$ cat config.mk
export PLATFORM = sky130hd
export DESIGN_NAME = timer_slave
export DESIGN_NICKNAME = d
export VERILOG_FILES = /design/src/hw/bus_pkg.sv /design/src/hw/timer_slave.sv
export VERILOG_INCLUDE_DIRS = /design/src /design/src/hw
export SDC_FILE = /design/constraint.sdc
export NUM_CORES = 1
export LEC_CHECK = 0
export BUFFER_PORTS_ARGS = -buffer_cell sky130_fd_sc_hd__buf_4
export CAP_MARGIN = 20
export CORE_MARGIN = 2
export CORE_UTILIZATION = 28
export CTS_CLUSTER_DIAMETER = 40
export DETAILED_ROUTE_END_ITERATION = 10
export MAX_ROUTING_LAYER = met4
export PLACE_DENSITY = 0.6
export SKIP_LAST_GASP = 1
export SLEW_MARGIN = 20
export SYNTH_ARGS = -nofsm -noshare
export SYNTH_HDL_FRONTEND = slang
export SYNTH_SLANG_ARGS = --single-unit
$ cat constraint.sdc
create_clock -name clk -period 7 [get_ports clk]
set_clock_uncertainty 0.2 [all_clocks]
set_input_delay 0.35 -clock clk [delete_from_list [all_inputs] [get_ports clk]]
set_output_delay 0.35 -clock clk [all_outputs]
set_load 0.05 [all_outputs]
$ cat src/hw/bus_cfg.svh
`ifndef BUS_CFG_SVH
`define BUS_CFG_SVH

// bus widths
`define BUS_ADDR_W 32
`define BUS_DATA_W 32
// one strobe bit per byte lane
`define BUS_STRB_W (`BUS_DATA_W / 8)

// sram geometry, 1 KiB window
`define SRAM_WORDS 256
`define SRAM_BASE  32'h0000_0000
`define SRAM_SPAN  32'h0000_0400

// timer window with two word registers
`define TIMER_BASE      32'h1000_0000
`define TIMER_SPAN      32'h0000_0008
`define TIMER_COUNT_OFS 4'h0
`define TIMER_CTRL_OFS  4'h4

`endif

$ cat src/hw/bus_pkg.sv
`default_nettype none

`include "bus_cfg.svh"

package bus_pkg;

    typedef logic [`BUS_ADDR_W-1:0] addr_t;
    typedef logic [`BUS_DATA_W-1:0] data_t;
    typedef logic [`BUS_STRB_W-1:0] strb_t;
    typedef logic [1:0]             resp_t;

    localparam resp_t RESP_OKAY   = 2'b00;
    localparam resp_t RESP_DECERR = 2'b11;

    // master to slave, all five channels
    typedef struct packed {
        addr_t araddr;
        logic  arvalid;
        logic  rready;
        addr_t awaddr;
        logic  awvalid;
        data_t wdata;
        strb_t wstrb;
        logic  wvalid;
        logic  bready;
    } axi_req_t;

    // slave to master
    typedef struct packed {
        logic  arready;
        data_t rdata;
        resp_t rresp;
        logic  rvalid;
        logic  awready;
        logic  wready;
        resp_t bresp;
        logic  bvalid;
    } axi_resp_t;

endpackage

`default_nettype wire

$ cat src/hw/timer_slave.sv
`timescale 1ns/10ps
`default_nettype none

`include "bus_cfg.svh"

module timer_slave (
    input  logic               clk,
    input  logic               rst_n,
    input  bus_pkg::axi_req_t  req,
    output bus_pkg::axi_resp_t resp
);

    import bus_pkg::*;

    data_t count_q;
    logic  enable_q;
    data_t rdata_q;
    logic  r_pend;
    logic  b_pend;
    logic  ar_hs;
    logic  wr_en;
    logic  rd_ctrl;
    logic  wr_count;
    logic  wr_ctrl;

    assign ar_hs = req.arvalid & ~r_pend;
    assign wr_en = req.awvalid & req.wvalid & ~b_pend;

    // register select from the low address bits
    assign rd_ctrl  = req.araddr[3:0] == `TIMER_CTRL_OFS;
    assign wr_count = wr_en && req.awaddr[3:0] == `TIMER_COUNT_OFS;
    assign wr_ctrl  = wr_en && req.awaddr[3:0] == `TIMER_CTRL_OFS;

    // a load wins over the increment
    always_ff @(posedge clk) begin
        if (!rst_n) begin
            count_q  <= '0;
            enable_q <= 1'b1;
        end else begin
            if (wr_count) begin
                count_q <= req.wdata;
            end else if (enable_q) begin
                count_q <= count_q + 1'b1;
            end
            if (wr_ctrl) begin
                enable_q <= req.wdata[0];
            end
        end
    end

    always_ff @(posedge clk) begin
        if (ar_hs) begin
            rdata_q <= rd_ctrl ? data_t'(enable_q) : count_q;
        end
    end

    always_ff @(posedge clk) begin
        if (!rst_n) begin
            r_pend <= 1'b0;
            b_pend <= 1'b0;
        end else begin
            r_pend <= ar_hs | (r_pend & ~req.rready);
            b_pend <= wr_en | (b_pend & ~req.bready);
        end
    end

    always_comb begin
        resp         = '0;
        resp.arready = ~r_pend;
        resp.rdata   = rdata_q;
        resp.rresp   = RESP_OKAY;
        resp.rvalid  = r_pend;
        resp.awready = wr_en;
        resp.wready  = wr_en;
        resp.bresp   = RESP_OKAY;
        resp.bvalid  = b_pend;
    end

endmodule

`default_nettype wire

# --- After elaboration in Yosys (flattened, before gate mapping) ---
# Cells that the tools add are included.
word_totals:
  in_bits: 107
  word_cells: 27
  ff_bits: 67
  output_inout_bits: 41
classes:
  addsub: 1
  bitwise: 11
  n_reduce_logical: 4
  eq_ne: 2
  n_mux: 3
ops:
  columns: ["cell", "count"]
  rows:
  - ["32-bit 2-to-1 mux", 2]
  - ["32-bit by 1-bit adder with 32-bit output (second input constant)", 1]
  - ["4-bit by 3-bit == test with 1-bit output (second input constant)", 2]
  - ["1-bit AND", 5]
  - ["4-bit logical NOT", 1]
  - ["1-bit inverter", 4]
  - ["1-bit logical AND", 2]
  - ["1-bit OR", 2]
  - ["2-bit nonzero test", 1]
  - ["1-bit 2-to-1 mux", 1]

# --- Logic depth before layout (Yosys ltp) ---
depth:
  depth_word: 4
  depth_mapped: 7
  depth_no_buf: 6

# --- Least setup slack after synthesis ---
# No wires, ideal clock.
synth_path:
  path_type: "input to register"
  from: "input port req[72] in the netlist's numbering"
  to: "register rdata_q[0], enable pin"
  arrival_time_ps: 1798
  cell_stages: 1
  path_buffers: 0
  path_slack_ps: 4577
  t_required_ps: 6375
  setup_time_ps: 425
  path_cell_list: "nor2b_1"
synth_via:
  elab_chain_cells: 1
synth_lines:
  columns: ["element", "line", "rtl"]
  rows:
  - ["start, declared", "timer_slave.sv:9", "input bus_pkg::axi_req_t req,"]
  - ["1-bit AND", "timer_slave.sv:26", "assign ar_hs = req.arvalid & ~r_pend;"]
  - ["end signal, assigned", "timer_slave.sv:53", "rdata_q <= rd_ctrl ? data_t'(enable_q) : count_q;"]
  - ["end, declared", "timer_slave.sv:17", "data_t rdata_q;"]
# No other way between the ends.
# A chain may end at the register's enable or synchronous reset.

# --- Final worst setup path ---
layout_path:
  from: "register enable_q"
  to: "register count_q[13]"
layout_via:
  elab_chain_cells: 1
layout_lines:
  columns: ["element", "line", "rtl"]
  rows:
  - ["start, declared", "timer_slave.sv:16", "logic enable_q;"]
  - ["start signal, assigned", "timer_slave.sv:46", "enable_q <= req.wdata[0];"]
  - ["2-bit nonzero test (no line)", null, null]
  - ["end signal, assigned", "timer_slave.sv:41", "count_q <= req.wdata;"]
  - ["end signal, assigned", "timer_slave.sv:43", "count_q <= count_q + 1'b1;"]
  - ["end, declared", "timer_slave.sv:15", "data_t count_q;"]
# No other way between the ends.

==> out/metrics.yaml <==
die:
  coreArea_um2: 10700
  initial_utilization_pct: 28.4
  num_io_pins: 148
  die_w_um: 108
  fp.dieH_um: 108
  dieArea_um2: 11700
  fp-row-count: 38
pwr:
  switching_share_pct: 27.7
  intPower_w: 0.000592
  p_switching_w: 0.000227
  leakagePower_nw: 1.54
  seqPwrFrac_pct: 53.1
  power.share.clock_pct: 32.8
  power.density_nw_per_um2: 208
  combPwrFrac_pct: 14.1
  peakVddDrop_mv: 0.0789
worst_setup_path:
  cp_cell_sequence: "nand4_1 -> nor2_1 -> nand4_1 -> xor2_1 -> a21oi_1"
  cp_slowest_cell: "nor2_1"
  end_kind: "flop"
  critPathMaxStageDelay_ns: 0.80
  path_max_fanout: 12
  cp_common_cell: "nand4_1"
  path_class: "reg -> reg"
  critPathRequiredTime_ns: 7.00
  startpoint_type: "flop"
  cp.arrival_ns: 2.41
yosys:
  yosys_warnings: 0
  ys_ff_latch: 67
  async_flop_share_pct: 0
  seq_area_frac_synth_pct: 54.5
  ys_top_cells_by_area: "edfxtp_1, dfxtp_1, xor2_1"
  postSynthCellCount: 296
  synthesis.area_um2: 3050
  yosysUniqueCellTypes: 37
  synth_top_area_share_pct: 31.5
  synth_most_common_cell: "dfxtp_1"
  synth_area_per_cell_um2: 10.3
  synth_top_area_cell: "edfxtp_1"
  synth-edff-count: 32
  synthTopCellsByCount: "dfxtp_1, edfxtp_1, nor2b_1"
  synthFlopType: "dfxtp_1"
route:
  route.detailed.drc: 0
  wire_per_inst_um: 13.4
  vias: 2337
  drt-initial-drc-count: 125
  via_per_inst: 4.50
  dr.pass1.iters: 4
  routed_wl_um: 6960
  drtAntennaViolNets: 0
clock_network:
  htree_levels: 3
  clkSlewWorstSetupHoldPaths_ns: 0.07
  root_buffer: "clkbuf_8"
  numCtsBuffers: 9
  cts_sinks: 67
  clkLatencyLatePin_ns: 0.34
  cts.path.max_buffers: 2
  cts_resized: 0
  post_cts_buffers: 0
  cts_hold_buffers: 1
  cts_tree: "built"
sta:
  setup_tns_ns: 0
  fin_crit_sh_pct: 34.4
  period_needed_ns: 2.41
  finalHoldViolCount: 0
  fmax_mhz: 415
  worst_slew_pin_slew_ns: 0.946
  setup_viol: 0
  slew_headroom_pct: 36.7
  maxSlewViolCount: 0
  rsz0062_at_grt: "false"
  fin_hold_ws_ns: 0.0578
global_routing:
  grt_overflow: 0
  grt_pass1_vias: 2244
  grt_max_degree: 65
  grt_use_total_pct: 12.5
  grt_pass1_wl_um: 10900
  antenna_found_initial: 0
run_status:
  outcome: "completed"
placement:
  gp_congestion: 0.750
  hpwl_um: 4790
  portBuffers: 83
flow_run:
  maxCapViolations: 0
layout:
  syn_to_final_growth_pct: 29.3
  final_util_pct: 36.7
  layout-drive-gt1-share_pct: 28.5
  fill_cells: 1117
  multi_input_area_um2: 1270
  fin_nets: 482
  seqCellArea_um2: 1660
  antennaDiodeCount: 0
hold_path:
  min_path_type: "in -> reg"
[power by group through the flow]
stage,logic [W],clock network [W],registers [W]
after global placement,0.000116,0,0.000443
after global routing,0.000123,0.000294,0.000436
after detailed placement,0.000116,0,0.000444
after CTS,0.000117,0.000277,0.000435
final,0.000115,0.000269,0.000435
after floorplan,0.0000370,0,0.000479
[sequential cells by signal, indices dropped and copies added, names as in the netlist]
register,cells
count_q,32
enable_q,1
rdata_q,32
r_pend,1
b_pend,1
[per-layer routing]
metal	up-vias	share of wire [%]	track usage, %
met5	-	0	-
li1	1186	-	-
met3	10	4.6	2.35
met2	61	48	20.3
met1	1080	46	15.2
met4	0	1.8	5.77
[critical path: cells and delay by family, from the launching register on]
| kind | cells | cell delay [ns] |
|---|---|---|
| flip-flops | 1 | 0.49 |
| AO/OA/AOI/OAI | 1 | 0.08 |
| XOR/XNOR | 1 | 0.19 |
| AND/OR/NAND/NOR | 3 | 1.29 |
[stage by stage]
stage	area [um2]	instances	worst slack [ns]	total power [W]
after floorplan	3060	299	4.58	0.000516
after global placement	3770	502	4.59	0.000559
after detailed placement	3770	502	4.59	0.000560
after CTS	3940	519	4.57	0.000829
after global routing	3940	519	4.33	0.000853
final	3940	519	4.59	0.000819
[layout by cell type, fill, tap and decap left out, drive strengths merged, types with 4 or more instances in the layout]
cell type / Yosys / routed
nor4: 4 / 4
nor2: 19 / 19
nand4: 14 / 14
and3: 4 / 4
dfxtp: 35 / 35
inv: 6 / 6
conb: 1 / 4
a21oi: 26 / 26
o21ai: 25 / 25
buf: 12 / 85
edfxtp: 32 / 32
a211oi: 8 / 8
nand2: 12 / 12
nand3: 13 / 13
clkbuf: 10 / 10
xor2: 22 / 22
nor2b: 28 / 28
clkinv: 1 / 5
xnor2: 9 / 9
[layout make-up]
class | count | area share, %
clock buffer | 10 | 3.24
clock inverter | 6 | 0.825
inverter | 7 | 0.666
multi-input combinational | 203 | 32.3
sequential | 67 | 42.1
tap | 140 | 4.44
timing repair buffer | 86 | 16.4
[logic make-up after synthesis]
group,synth area share [%]
AND/OR/NAND/NOR,20.4
flip-flops,54.5
AO/OA/AOI/OAI,10.3
XOR/XNOR,8.90
buffers and inverters,4.68
multiplexers,0.698
adder cells (fa/ha/maj),0.410
other,0.123
[final timing paths]
kind                                       startpoint                  endpoint  slack [ns]  cells after the start
worst max-delay path            enable_q$_SDFFE_PN1P_  count_q[13]$_SDFFE_PN0P_        4.59                      5
worst min-delay path                           req[6]     enable_q$_SDFFE_PN1P_        0.06                      3
worst min register to register      b_pend$_SDFF_PN0_         b_pend$_SDFF_PN0_        0.31                      2
worst max register to register  enable_q$_SDFFE_PN1P_  count_q[13]$_SDFFE_PN0P_        4.59                      5
No activity file was read; power rests on OpenSTA's default activity.
