==> src/hw/bus_cfg.svh <==
`ifndef BUS_CFG_SVH
`define BUS_CFG_SVH

// bus widths
`define BUS_ADDR_W 32
`define BUS_DATA_W 32
// one strobe bit per byte lane
`define BUS_STRB_W (`BUS_DATA_W / 8)

// sram geometry, 1 KiB window
`define SRAM_WORDS 256
`define SRAM_BASE  32'h0000_0000
`define SRAM_SPAN  32'h0000_0400

// timer window with two word registers
`define TIMER_BASE      32'h1000_0000
`define TIMER_SPAN      32'h0000_0008
`define TIMER_COUNT_OFS 4'h0
`define TIMER_CTRL_OFS  4'h4

`endif

==> src/hw/bus_pkg.sv <==
`default_nettype none

`include "bus_cfg.svh"

package bus_pkg;

    typedef logic [`BUS_ADDR_W-1:0] addr_t;
    typedef logic [`BUS_DATA_W-1:0] data_t;
    typedef logic [`BUS_STRB_W-1:0] strb_t;
    typedef logic [1:0]             resp_t;

    localparam resp_t RESP_OKAY   = 2'b00;
    localparam resp_t RESP_DECERR = 2'b11;

    // master to slave, all five channels
    typedef struct packed {
        addr_t araddr;
        logic  arvalid;
        logic  rready;
        addr_t awaddr;
        logic  awvalid;
        data_t wdata;
        strb_t wstrb;
        logic  wvalid;
        logic  bready;
    } axi_req_t;

    // slave to master
    typedef struct packed {
        logic  arready;
        data_t rdata;
        resp_t rresp;
        logic  rvalid;
        logic  awready;
        logic  wready;
        resp_t bresp;
        logic  bvalid;
    } axi_resp_t;

endpackage

`default_nettype wire

==> src/hw/bus_arbiter.sv <==
`timescale 1ns/10ps
`default_nettype none

module bus_arbiter (
    input  logic               clk,
    input  logic               rst_n,
    input  bus_pkg::axi_req_t  fetch_req,
    output bus_pkg::axi_resp_t fetch_resp,
    input  bus_pkg::axi_req_t  lsu_req,
    output bus_pkg::axi_resp_t lsu_resp,
    output bus_pkg::axi_req_t  arb_req,
    input  bus_pkg::axi_resp_t arb_resp
);

    typedef enum logic [1:0] {
        ST_IDLE,
        ST_FETCH_RD,
        ST_LSU_RD,
        ST_LSU_WR
    } state_e;

    state_e state;
    state_e state_nxt;
    logic   rd_done;
    logic   wr_done;

    // response handshakes on the shared side end a grant
    assign rd_done = arb_resp.rvalid & arb_req.rready;
    assign wr_done = arb_resp.bvalid & arb_req.bready;

    always_ff @(posedge clk) begin
        if (!rst_n) begin
            state <= ST_IDLE;
        end else begin
            state <= state_nxt;
        end
    end

    // lsu over fetch, lsu write before lsu read
    always_comb begin
        state_nxt = state;
        case (state)
            ST_IDLE: begin
                if (lsu_req.awvalid) begin
                    state_nxt = ST_LSU_WR;
                end else if (lsu_req.arvalid) begin
                    state_nxt = ST_LSU_RD;
                end else if (fetch_req.arvalid) begin
                    state_nxt = ST_FETCH_RD;
                end
            end
            ST_FETCH_RD, ST_LSU_RD: begin
                if (rd_done) begin
                    state_nxt = ST_IDLE;
                end
            end
            ST_LSU_WR: begin
                if (wr_done) begin
                    state_nxt = ST_IDLE;
                end
            end
            default: state_nxt = ST_IDLE;
        endcase
    end

    // only the channels of the granted transaction pass through
    always_comb begin
        arb_req    = '0;
        fetch_resp = '0;
        lsu_resp   = '0;
        case (state)
            ST_FETCH_RD: begin
                arb_req.araddr     = fetch_req.araddr;
                arb_req.arvalid    = fetch_req.arvalid;
                arb_req.rready     = fetch_req.rready;
                fetch_resp.arready = arb_resp.arready;
                fetch_resp.rdata   = arb_resp.rdata;
                fetch_resp.rresp   = arb_resp.rresp;
                fetch_resp.rvalid  = arb_resp.rvalid;
            end
            ST_LSU_RD: begin
                arb_req.araddr   = lsu_req.araddr;
                arb_req.arvalid  = lsu_req.arvalid;
                arb_req.rready   = lsu_req.rready;
                lsu_resp.arready = arb_resp.arready;
                lsu_resp.rdata   = arb_resp.rdata;
                lsu_resp.rresp   = arb_resp.rresp;
                lsu_resp.rvalid  = arb_resp.rvalid;
            end
            ST_LSU_WR: begin
                arb_req.awaddr   = lsu_req.awaddr;
                arb_req.awvalid  = lsu_req.awvalid;
                arb_req.wdata    = lsu_req.wdata;
                arb_req.wstrb    = lsu_req.wstrb;
                arb_req.wvalid   = lsu_req.wvalid;
                arb_req.bready   = lsu_req.bready;
                lsu_resp.awready = arb_resp.awready;
                lsu_resp.wready  = arb_resp.wready;
                lsu_resp.bresp   = arb_resp.bresp;
                lsu_resp.bvalid  = arb_resp.bvalid;
            end
            default: begin
            end
        endcase
    end

endmodule

`default_nettype wire

==> config.mk <==
export PLATFORM = sky130hd
export DESIGN_NAME = bus_arbiter
export DESIGN_NICKNAME = d
export VERILOG_FILES = /design/src/hw/bus_pkg.sv /design/src/hw/bus_arbiter.sv
export VERILOG_INCLUDE_DIRS = /design/src /design/src/hw
export SDC_FILE = /design/constraint.sdc
export NUM_CORES = 1
export LEC_CHECK = 0
export BUFFER_PORTS_ARGS = -buffer_cell sky130_fd_sc_hd__buf_4
export CELL_PAD_IN_SITES_DETAIL_PLACEMENT = 1
export CELL_PAD_IN_SITES_GLOBAL_PLACEMENT = 1
export CORE_AREA = 2 2 173 175
export CTS_BUF_LIST = sky130_fd_sc_hd__clkbuf_8 sky130_fd_sc_hd__clkbuf_16
export CTS_CLUSTER_SIZE = 30
export DETAILED_ROUTE_END_ITERATION = 7
export DIE_AREA = 0 0 175 177
export GPL_ROUTABILITY_DRIVEN = 0
export PLACE_DENSITY_LB_ADDON = 0.25
export SYNTH_ARGS = -nofsm -noshare
export SYNTH_HDL_FRONTEND = slang
export SYNTH_SLANG_ARGS = --single-unit
==> constraint.sdc <==
create_clock -name clk -period 1.9 [get_ports clk]
set_clock_uncertainty 0.15 [all_clocks]
set_input_delay 0.095 -clock clk [delete_from_list [all_inputs] [get_ports clk]]
set_output_delay 0.095 -clock clk [all_outputs]
set_load 0.05 [all_outputs]
Yosys cells after proc, flatten, opt, wreduce, memory -nomap -nowiden
Index checks and enable logic that the tools add are counted.
- bits in registers: 2
- equal/unequal tests: 6
- multiplexer cells: 11
- bitwise gates (word level): 2
- reductions and logical operators: 3
- operator list (operator ; count):
    $mux 36 ; 2
    $mux 71 ; 1
    $pmux 34 s2 ; 1
    $mux 2 ; 5
    $pmux 2 s3 ; 1
    $mux 5 ; 1
    $eq 2x2->1 const B ; 2
    $ne 2x2->1 const B ; 2
    $ne 4x4->1 const B ; 1
    $reduce_and 3->1 ; 1
    $and 1x1->1 ; 2
    $eq 2x1->1 const B ; 1
    $logic_not 2->1 ; 1
    $reduce_or 2->1 ; 1

Longest topological paths before layout
- word-level depth: 5
- mapped depth: 7

Worst setup path before layout
No wires, ideal clock.
- kind: reg2out
- start: reg state[1]
- end: out arb_req[102] (netlist bit)
- arrival: 1.772 ns
- setup slack: -0.117 ns
- cell stages (with the launch flop): 7
- buffers on the path: 2
- cells stage by stage: dfxtp_1 -> inv_1 -> ha_1 -> buf_4 -> clkbuf_1 -> a22oi_1 -> nor2b_1
- RTL lines (what ; line ; RTL):
    start, declared ; bus_arbiter.sv:22 ; state_e state;
    start signal, assigned ; bus_arbiter.sv:35 ; state <= state_nxt;
    end, declared ; bus_arbiter.sv:11 ; output bus_pkg::axi_req_t arb_req,

==> results.md <==
- Status: completed
- Max-slew violations: 0
- Initial Utilization: 5.98%
- Data arrival, critical path: 1.60 ns
- Pleak: around 2.7 nW
- CTS clock-pin slew for the worst setup and hold paths: ~0.03 ns
- Largest regs: state (2)
- CP Max Fanout: 15
- Peak VDD IR: 0.362 mV
- Mean Syn Cell Area: 6.43 um^2
- Number of routed nets with antenna violations: 0
- Pwr Density: about 960 nW/um^2
- Site Rows: between 60 and 70
- Top-Level Pins: 440
- R2r worst-path depth: 7
- Vias: 3298
- Die extent in y: 177 um
- Most flops, register: state
- Startpoint of the worst hold path: rst_n
- Clk sinks: 2
- Synthesized area: about 1700 um^2
- Share of layout cells above drive strength 1: 68.6%
- CTS Buf Count: 3
- Residual DRC: 0
- Hold Path End: state[1]$_SDFFE_PN0P_
- CTS Buffer Depth: 2
- MaxCap Viol Count: 0
- Largest net degree at the start of global routing: 42
- Worst-Skew Late Latency: 0.22 ns
- Startpoint types: register
- Final core utilization: between 15 and 20%
- Worst path required time: roughly 1.7 ns
- # hold bufs at CTS: 0
- Avg WL per Cell: approximately 15 um
- R2r setup slk: approximately 0.16 ns
- Main area contributors after synthesis: and2_1 53%, a22oi_1 14%, nor2b_1 12%, clkbuf_1 4.9%, ha_1 3.6%
- Synth top area share: between 50% and 60%
- Area grow syn2layout: 204%
- Layout filler cell count: between 3000 and 4000
- Number of synthesized register bits: 2
- DR pass1 iterations: 3
- Core box area: between 20000 and 30000 um^2
- RSZ-0062 raised after global routing: true
- WS Path Type: register to primary output
- Worst min-delay path category: primary input to register
- CTS tree: done
- Final Hold Fails: 0
- Critical path endpoint category: primary output
- Worst R2R End: state[0]$_SDFFE_PN0P_
- Post-Place Cells: 1015
- DR vias/cell: between 3 and 4
- Initial DRC count: 56
- Die area: 31000 um^2
- Placed standard-cell area: between 5000 and 6000 um^2
- Antenna violations before repair: 1
- Number of global-route vias before repair: between 3000 and 4000
- First-pass GRT wire length: ~21000 um
- Final Instance Area: 5310 um^2
- Post-DP HPWL: approximately 13000 um
- Gr usage total: 8.86%
- Max FFs per register: 2
- Detailed Route WL: about 15000 um
- Register area share after synthesis: ~2.3%
- Yosys warning count: 0
- Nets: 890
- PortBufs: between 300 and 400
- ANT cells: 0
- Syn Inst Count: about 270
- Grt ovf: 0
- Leading area contributor after synthesis: and2_1
- Die W: between 150 and 200 um
- Hold Path Depth: 3
- Cell variety after synth: 20
- Tmin final: ~1.8 ns
- Setup TNS: 0 ns
- Cell Count, Final, Fillers Out: 1020
- Clock root cell: clkbuf_16
- Htree depth: 1
- Setup-failing EPs final: 0
- Period utilisation layout: a little over nine tenths
- Fmax: between 0.5 and 0.6 GHz
- Launch point of the worst reg-to-reg path: state[0]$_SDFFE_PN0P_
## final cells by class
cell class	instances	area (um^2)	share of cell area, %
timing repair buffer	383	2990	56.2
multi-input combinational	238	1700	32.0
tap	390	488	9.19
clock buffer	3	75.1	1.41
sequential	2	47.5	0.895
inverter	4	17.5	0.330
## cells by family after synthesis
logic type,synth area share (%)
AND/OR/NAND/NOR,66.9
AO/OA/AOI/OAI,17.8
buffers and inverters,9.23
adder cells (fa/ha/maj),3.58
flip-flops,2.29
other,0.215
## placed cells by master, fill, tap and decap left out, drive strengths merged, types with 3 or more instances in the layout
cell,n
nor2b,34
ha,5
and2,148
inv,4
buf,383
a22oi,34
clkbuf,3
conb,5
## worst max-delay path, cell delays in order (launching register included)
cell	delay [ns]
dfxtp_4	0.36
inv_2	0.08
ha_4	0.22
buf_4	0.20
a22oi_1	0.26
nor2b_2	0.07
buf_4	0.19
## how the worst max path moves through the flow
| stage | from | to | slack, ns | depth (start not counted) |
|---|---|---|---|---|
| floorplan | state[0]$_SDFFE_PN0P_ | arb_req[95] | 0.007 | 6 |
| global placement | state[1]$_SDFFE_PN0P_ | state[0]$_SDFFE_PN0P_ | 0.06 | 6 |
| detailed placement | state[1]$_SDFFE_PN0P_ | state[1]$_SDFFE_PN0P_ | 0.05 | 6 |
| CTS | state[1]$_SDFFE_PN0P_ | arb_req[91] | 0.02 | 7 |
| global route | state[1]$_SDFFE_PN0P_ | arb_req[94] | -0.05 | 6 |
| finish | state[1]$_SDFFE_PN0P_ | arb_req[94] | 0.05 | 6 |
## report_power, final
part / switching [mW] / internal [mW] / total, mW / leakage, nW
Sequential: 0.0293 / 0.0652 / 0.0945 / 0.0178
Clock: 0.0488 / 0.268 / 0.317 / 0.0370
Combinational: 2.95 / 1.76 / 4.71 / 2.63
Total: 3.03 / 2.09 / 5.12 / 2.68
## layer usage
metal	wire length (um)	vias up	GRT usage [%]
li1	-	1581	-
met1	4510	1469	7.64
met2	8750	244	19.5
met3	1790	4	3.35
met4	40	0	0.590
met5	0	-	0
## cells in the mapped netlist
| library cell | count |
|---|---|
| and2_1 | 148 |
| nor2b_1 | 34 |
| a22oi_1 | 33 |
| clkbuf_1 | 23 |
| buf_4 | 6 |
| ha_1 | 5 |
| inv_1 | 4 |
| buf_2 | 3 |
| dfxtp_1 | 2 |
| nand2_1 | 2 |
| o21ai_0 | 2 |
| o22ai_1 | 2 |
| a211o_1 | 1 |
| a211oi_1 | 1 |
| a21boi_0 | 1 |
| a21oi_1 | 1 |
| a22oi_2 | 1 |
| conb_1 | 1 |
| nand2b_4 | 1 |
| nor4b_1 | 1 |
## through the flow
stage | setup WS, ns | hold WS [ns] | power [mW]
after global placement | 0.0554 | 0.252 | 4.72
after global routing | -0.0475 | 0.0187 | 5.42
final | 0.0521 | 0.0190 | 5.12
after CTS | 0.0181 | 0.0139 | 5.12
after detailed placement | 0.0533 | 0.250 | 4.69
after floorplan | 0.00708 | 0.103 | 3.02
## repair_timing
action | in CTS | in global routing
pin swaps | 1 | 0
endpoints found under the setup margin | 68 | 37
setup buffers | 1 | 1
resized for setup | 12 | 18
Power figures use the tool's default switching activity.
