`src/hw/bus_cfg.svh`:
```
`ifndef BUS_CFG_SVH
`define BUS_CFG_SVH

// bus widths
`define BUS_ADDR_W 32
`define BUS_DATA_W 32
// one strobe bit per byte lane
`define BUS_STRB_W (`BUS_DATA_W / 8)

// sram geometry, 1 KiB window
`define SRAM_WORDS 256
`define SRAM_BASE  32'h0000_0000
`define SRAM_SPAN  32'h0000_0400

// timer window with two word registers
`define TIMER_BASE      32'h1000_0000
`define TIMER_SPAN      32'h0000_0008
`define TIMER_COUNT_OFS 4'h0
`define TIMER_CTRL_OFS  4'h4

`endif

```
`src/hw/bus_pkg.sv`:
```
`default_nettype none

`include "bus_cfg.svh"

package bus_pkg;

    typedef logic [`BUS_ADDR_W-1:0] addr_t;
    typedef logic [`BUS_DATA_W-1:0] data_t;
    typedef logic [`BUS_STRB_W-1:0] strb_t;
    typedef logic [1:0]             resp_t;

    localparam resp_t RESP_OKAY   = 2'b00;
    localparam resp_t RESP_DECERR = 2'b11;

    // master to slave, all five channels
    typedef struct packed {
        addr_t araddr;
        logic  arvalid;
        logic  rready;
        addr_t awaddr;
        logic  awvalid;
        data_t wdata;
        strb_t wstrb;
        logic  wvalid;
        logic  bready;
    } axi_req_t;

    // slave to master
    typedef struct packed {
        logic  arready;
        data_t rdata;
        resp_t rresp;
        logic  rvalid;
        logic  awready;
        logic  wready;
        resp_t bresp;
        logic  bvalid;
    } axi_resp_t;

endpackage

`default_nettype wire

```
`src/hw/bus_xbar.sv`:
```
`timescale 1ns/10ps
`default_nettype none

`include "bus_cfg.svh"

module bus_xbar (
    input  logic               clk,
    input  logic               rst_n,
    input  bus_pkg::axi_req_t  arb_req,
    output bus_pkg::axi_resp_t arb_resp,
    output bus_pkg::axi_req_t  sram_req,
    input  bus_pkg::axi_resp_t sram_resp,
    output bus_pkg::axi_req_t  timer_req,
    input  bus_pkg::axi_resp_t timer_resp
);

    import bus_pkg::*;

    typedef enum logic [1:0] {
        TGT_SRAM,
        TGT_TIMER,
        TGT_ERR
    } tgt_e;

    tgt_e      sel;
    tgt_e      cur_tgt;
    logic      busy;
    logic      err_r;
    logic      err_b;
    logic      ar_hs;
    logic      aw_hs;
    logic      rsp_hs;
    axi_resp_t err_resp;
    axi_resp_t mux_resp;

    function automatic tgt_e decode(input addr_t addr);
        if ((addr & ~(`SRAM_SPAN - 1)) == `SRAM_BASE) begin
            return TGT_SRAM;
        end
        if ((addr & ~(`TIMER_SPAN - 1)) == `TIMER_BASE) begin
            return TGT_TIMER;
        end
        return TGT_ERR;
    endfunction

    // address valids only before the handshake, response readies only after
    function automatic axi_req_t gate_req(input axi_req_t r, input logic addr_en,
                                          input logic rsp_en);
        axi_req_t g;
        g         = r;
        g.arvalid = r.arvalid & addr_en;
        g.awvalid = r.awvalid & addr_en;
        g.wvalid  = r.wvalid & addr_en;
        g.rready  = r.rready & rsp_en;
        g.bready  = r.bready & rsp_en;
        return g;
    endfunction

    // latched target steers the response phase
    assign cur_tgt = busy ? sel :
                     (arb_req.arvalid ? decode(arb_req.araddr) : decode(arb_req.awaddr));

    assign sram_req  = gate_req(arb_req, !busy && cur_tgt == TGT_SRAM,
                                busy && cur_tgt == TGT_SRAM);
    assign timer_req = gate_req(arb_req, !busy && cur_tgt == TGT_TIMER,
                                busy && cur_tgt == TGT_TIMER);

    // unmapped addresses are answered here
    always_comb begin
        err_resp         = '0;
        err_resp.arready = 1'b1;
        err_resp.awready = arb_req.awvalid & arb_req.wvalid;
        err_resp.wready  = arb_req.awvalid & arb_req.wvalid;
        err_resp.rresp   = RESP_DECERR;
        err_resp.rvalid  = err_r;
        err_resp.bresp   = RESP_DECERR;
        err_resp.bvalid  = err_b;
    end

    always_comb begin
        case (cur_tgt)
            TGT_SRAM:  mux_resp = sram_resp;
            TGT_TIMER: mux_resp = timer_resp;
            default:   mux_resp = err_resp;
        endcase
        arb_resp = mux_resp;
        if (busy) begin
            arb_resp.arready = 1'b0;
            arb_resp.awready = 1'b0;
            arb_resp.wready  = 1'b0;
        end else begin
            arb_resp.rvalid = 1'b0;
            arb_resp.bvalid = 1'b0;
        end
    end

    assign ar_hs  = !busy && arb_req.arvalid && arb_resp.arready;
    assign aw_hs  = !busy && arb_req.awvalid && arb_resp.awready;
    assign rsp_hs = busy && ((arb_resp.rvalid && arb_req.rready) ||
                             (arb_resp.bvalid && arb_req.bready));

    always_ff @(posedge clk) begin
        if (!rst_n) begin
            busy  <= 1'b0;
            sel   <= TGT_SRAM;
            err_r <= 1'b0;
            err_b <= 1'b0;
        end else if (rsp_hs) begin
            busy  <= 1'b0;
            err_r <= 1'b0;
            err_b <= 1'b0;
        end else if (ar_hs || aw_hs) begin
            busy  <= 1'b1;
            sel   <= cur_tgt;
            err_r <= ar_hs && cur_tgt == TGT_ERR;
            err_b <= aw_hs && cur_tgt == TGT_ERR;
        end
    end

endmodule

`default_nettype wire

```
`config.mk`:
```
export PLATFORM = sky130hd
export DESIGN_NAME = bus_xbar
export DESIGN_NICKNAME = d
export VERILOG_FILES = /design/src/hw/bus_pkg.sv /design/src/hw/bus_xbar.sv
export VERILOG_INCLUDE_DIRS = /design/src /design/src/hw
export SDC_FILE = /design/constraint.sdc
export NUM_CORES = 1
export LEC_CHECK = 0
export BUFFER_PORTS_ARGS = -buffer_cell sky130_fd_sc_hd__clkbuf_2
export CAP_MARGIN = 20
export CORE_AREA = 2 2 172 174
export CTS_CLUSTER_SIZE = 24
export DETAILED_ROUTE_END_ITERATION = 10
export DIE_AREA = 0 0 174 176
export SETUP_SLACK_MARGIN = 0.4
export SLEW_MARGIN = 20
export SYNTH_ARGS = -nofsm -noshare
export SYNTH_HDL_FRONTEND = slang
export SYNTH_SLANG_ARGS = --single-unit
```
`constraint.sdc`:
```
create_clock -name clk -period 7.4 [get_ports clk]
set_clock_uncertainty 0.15 [all_clocks]
set_input_delay 0.37 -clock clk [delete_from_list [all_inputs] [get_ports clk]]
set_output_delay 0.37 -clock clk [all_outputs]
set_load 0.02 [all_outputs]
```
Word level (Yosys, flattened, before mapping)
Index checks and enable logic that the tools add are counted.
Widths: inputs -> output; s select.
{"block": "totals", "inputBits": 189, "ff_bits": 5, "wordCells": 63}
{"block": "classes", "bitwise_logic": 13, "eq_ne": 4, "reduce_logical": 21, "mux": 21}
{"cell": "$pmux 41 s2", "n": 1}
{"cell": "$logic_not 32->1", "n": 2}
{"cell": "$eq 29x26->1 const B", "n": 2}
{"cell": "$mux 2", "n": 11}
{"cell": "$logic_and 1x1->1", "n": 13}
{"cell": "$and 1x1->1", "n": 11}
{"cell": "$mux 1", "n": 9}
{"cell": "$eq 2x1->1 const B", "n": 1}
{"cell": "$eq 2x2->1 const B", "n": 1}
{"cell": "$logic_not 2->1", "n": 1}
{"cell": "$logic_or 1x1->1", "n": 2}
{"cell": "$not 1->1", "n": 2}
{"cell": "$reduce_and 2->1", "n": 1}
{"cell": "$reduce_or 2->1", "n": 1}
{"cell": "$logic_not 1->1", "n": 1}

Longest topological paths before layout
{"block": "logic_depth", "depth_word": 15, "mapped_depth": 8}

Least setup slack after synthesis
No wires, ideal clock.
{"block": "synth_timing", "path_type": "input -> output", "from": "input port arb_req[43] (netlist bit)", "to": "output port arb_resp[0] (netlist bit)", "path_stages": 7, "path_slack_ns": 4.551, "required_time_ns": 6.880, "arrival_ns": 2.329, "path_buffers": 1, "path_cell_list": "or4_4 > nor4_2 > and4_1 > buf_6 > o31a_2 > a32oi_1 > a21boi_0"}
{"item": "from (decl)", "line_no": "bus_xbar.sv:9", "rtl": "input bus_pkg::axi_req_t arb_req,"}
{"item": "to (decl)", "line_no": "bus_xbar.sv:10", "rtl": "output bus_pkg::axi_resp_t arb_resp,"}

==> flow_summary.toml <==
[yosys]
synth_top_area_share_pct = 55.81
yosys.area_share.adder_pct = 0
synth_area_leader_cell = "buf_4"
syn_area_per_cell_um2 = 7.747
synth_async_sr_flop_share_pct = 0
synth_fp_nets = 538
synth_seq_cells = 5
seq_area_frac_synth_pct = 3.702
synth_compound_area_share_pct = 23.55
ys_top_cells_by_area = "buf_4 56%, a22o_1 11%, dfxtp_1 3.7%, nor4_1 2.8%, a2111oi_2 1.7%"
yosys.area_share.simple_pct = 14.35
synthXorXnorAreaFrac_pct = 0
ys_warn_count = 0
muxShareOfSynthArea_pct = 0
syn_area_um2 = 2704
syn_inst = 349
synth_enable_flop_cells = 0
ys.flop_type = "dfxtp_1"
synth_top_family_by_area = "buffers and inverters"
ys_types = 50

[hold_path]
min_from = "rst_n"
holdCritPathClass = "in -> reg"

[global_route]
grt_pass1_vias = 2499
grt_pass1_wl_mm = 15.91
grt.total_usage_pct = 7.020
antenna_found_initial = 1
grt_max_degree = 35
grt_overflow = 0

[worst_setup_path]
worstSetupPathType = "in -> out"
worstSetupStartpoint = "arb_req[89]"
r2r-start = "busy$_SDFFE_PP0P_"
critPathLaunchType = "primary input"
end_kind = "output port"
cp.required_ps = 6880
critPathMaxFanout = 33
crit_arrival_ps = 3110

[detailed_routing]
drc_errors = 0
drt_iter0_markers = 70
wl_per_cell_um = 14.17
dr.pass1.iters = 4
drt-total-wl_mm = 11.96
vias = 2721
drt-vias-per-instance = 3.224
postRouteAntennaNets = 0

[clocking]
cts_tree = "built"
clk_latency_ps = 230
cts_root_buf = "clkbuf_16"
post_cts_resized = 0
holdBufCountCts = 0
cts_made_buffers = 3
clk_path_buf_depth = 2
clkSinkCount = 5
cts.clk_slew.worst_paths_ps = 30
htreeDepth = 1
post_cts.repair.setup_buffers = 0

[power]
leakage_nw = 1.779
cellPowerDensity_nw_per_um2 = 124.5
ir_worst_vdd_v = 0.00005426
power_w = 0.0004096

[layout]
syn_to_final_growth_pct = 21.66
drive_gt1_share_pct = 75.38
layout_common_cells = "313 x clkbuf_2, 33 x a22o_1, 12 x nor4_1"
final_common_cell = "clkbuf_2"
final_cell_area_um2 = 3289
nNetsFinal = 649

[placed_design]
io_buffers = 313
dp.final_hpwl_mm = 10.90
postPlaceCellArea_um2 = 3208
finalWeightedCongestion = 0.7042

[floorplan]
die_area_um2 = 30620
coreArea_um2 = 28550
die_h_um = 176
die_w_um = 174
num_io_pins = 440
rows = 62
initial_core_util_pct = 9.471

[timing]
finalHoldViolCount = 0
finalSetupViolCount = 0
slew_viol_final = 0
fmax_mhz = 275.8
rsz0062_at_grt = "no"
slew_headroom_pct = 42.55
tightestPinTransition_ps = 855.1
setup-tns-final_ps = 0
timing.final.crit_share_pct = 48.99
period_minus_slack_ps = 3625

[job]
drv_cap = 0

[outcome]
status = "completed"
## flip-flops by register name, summed over array words and instances, names as in the netlist
name,count
sel,2
busy,1
err_r,1
err_b,1
## final cells by class
cell class	count	area, µm²
diodes	1	2.502
clock buffers	4	78.83
fillers	3363	25260
inverters	5	18.77
multi-input cells	130	1027
flip-flops and latches	5	100.1
well taps	384	480.5
repair buffers	315	1582
## worst paths after layout
kind,end,slack (ps),depth (start not counted)
hold reg to reg,sel[1]$_SDFFE_PN0P_,310,2
setup / recovery,arb_resp[8],3770,9
hold / removal,sel[1]$_SDFFE_PN0P_,300,3
setup reg to reg,busy$_SDFFE_PP0P_,4410,8
## cell usage after synthesis (2+ instances only)
cell type  count
or2b_2         4
nand2_1        5
o311a_2        2
o31a_2         2
buf_2          3
clkbuf_1       3
and3_1         3
nand3_1        8
a22o_1        33
o22a_1         4
inv_1          5
o21ai_0        2
nor4_1        12
buf_4        201
dfxtp_1        5
nand4_1        2
and2_1         3
nor3_1         6
a2111oi_2      3
nor2_1        10
and4_1         2
a21oi_1        3
## metrics by stage
stage | cells | util [%] | setup slack [ps] | hold WS, ps
2_1_floorplan | 349 | - | 4551 | 289.5
3_3_place_gp | 839 | 11.24 | 3662 | 297.1
3_5_place_dp | 839 | 11.24 | 3606 | 303.8
4_1_cts | 843 | 11.51 | 3599 | 301.9
5_1_grt | 843 | 11.51 | 3497 | 321.0
6_report | 844 | 11.52 | 3775 | 297.8
## power breakdown
group | leakage [nW] | total, W | internal (W) | switching [W]
Combinational | 1.70 | 0.000282 | 0.000105 | 0.000177
Clock | 0.0382 | 0.0000915 | 0.0000716 | 0.0000199
Sequential | 0.0412 | 0.0000359 | 0.0000304 | 0.00000555
## cell families after synthesis
| family | count (synthesis) |
|---|---|
| buf+inv | 214 |
| compound gates | 66 |
| flops | 5 |
| simple gates | 64 |
## routing by layer
metal | wire length [µm] | share of wire, % | up-vias | GRT usage (%)
li1 | - | - | 1260 | -
met1 | 4199 | 35 | 1238 | 7.075
met2 | 6061 | 51 | 171 | 12.70
met3 | 1203 | 10 | 52 | 2.713
met4 | 495 | 4.1 | 0 | 3.431
met5 | 0 | 0 | - | 0
## critical path, stage by stage
cell,delay (ps)
clkbuf_2,120
nor4_1,420
nand4_1,290
nor3_1,780
o31ai_4,180
nor2_2,110
buf_4,340
a22o_1,280
clkbuf_2,190
Note: power is estimated with default switching activity, not from simulation.
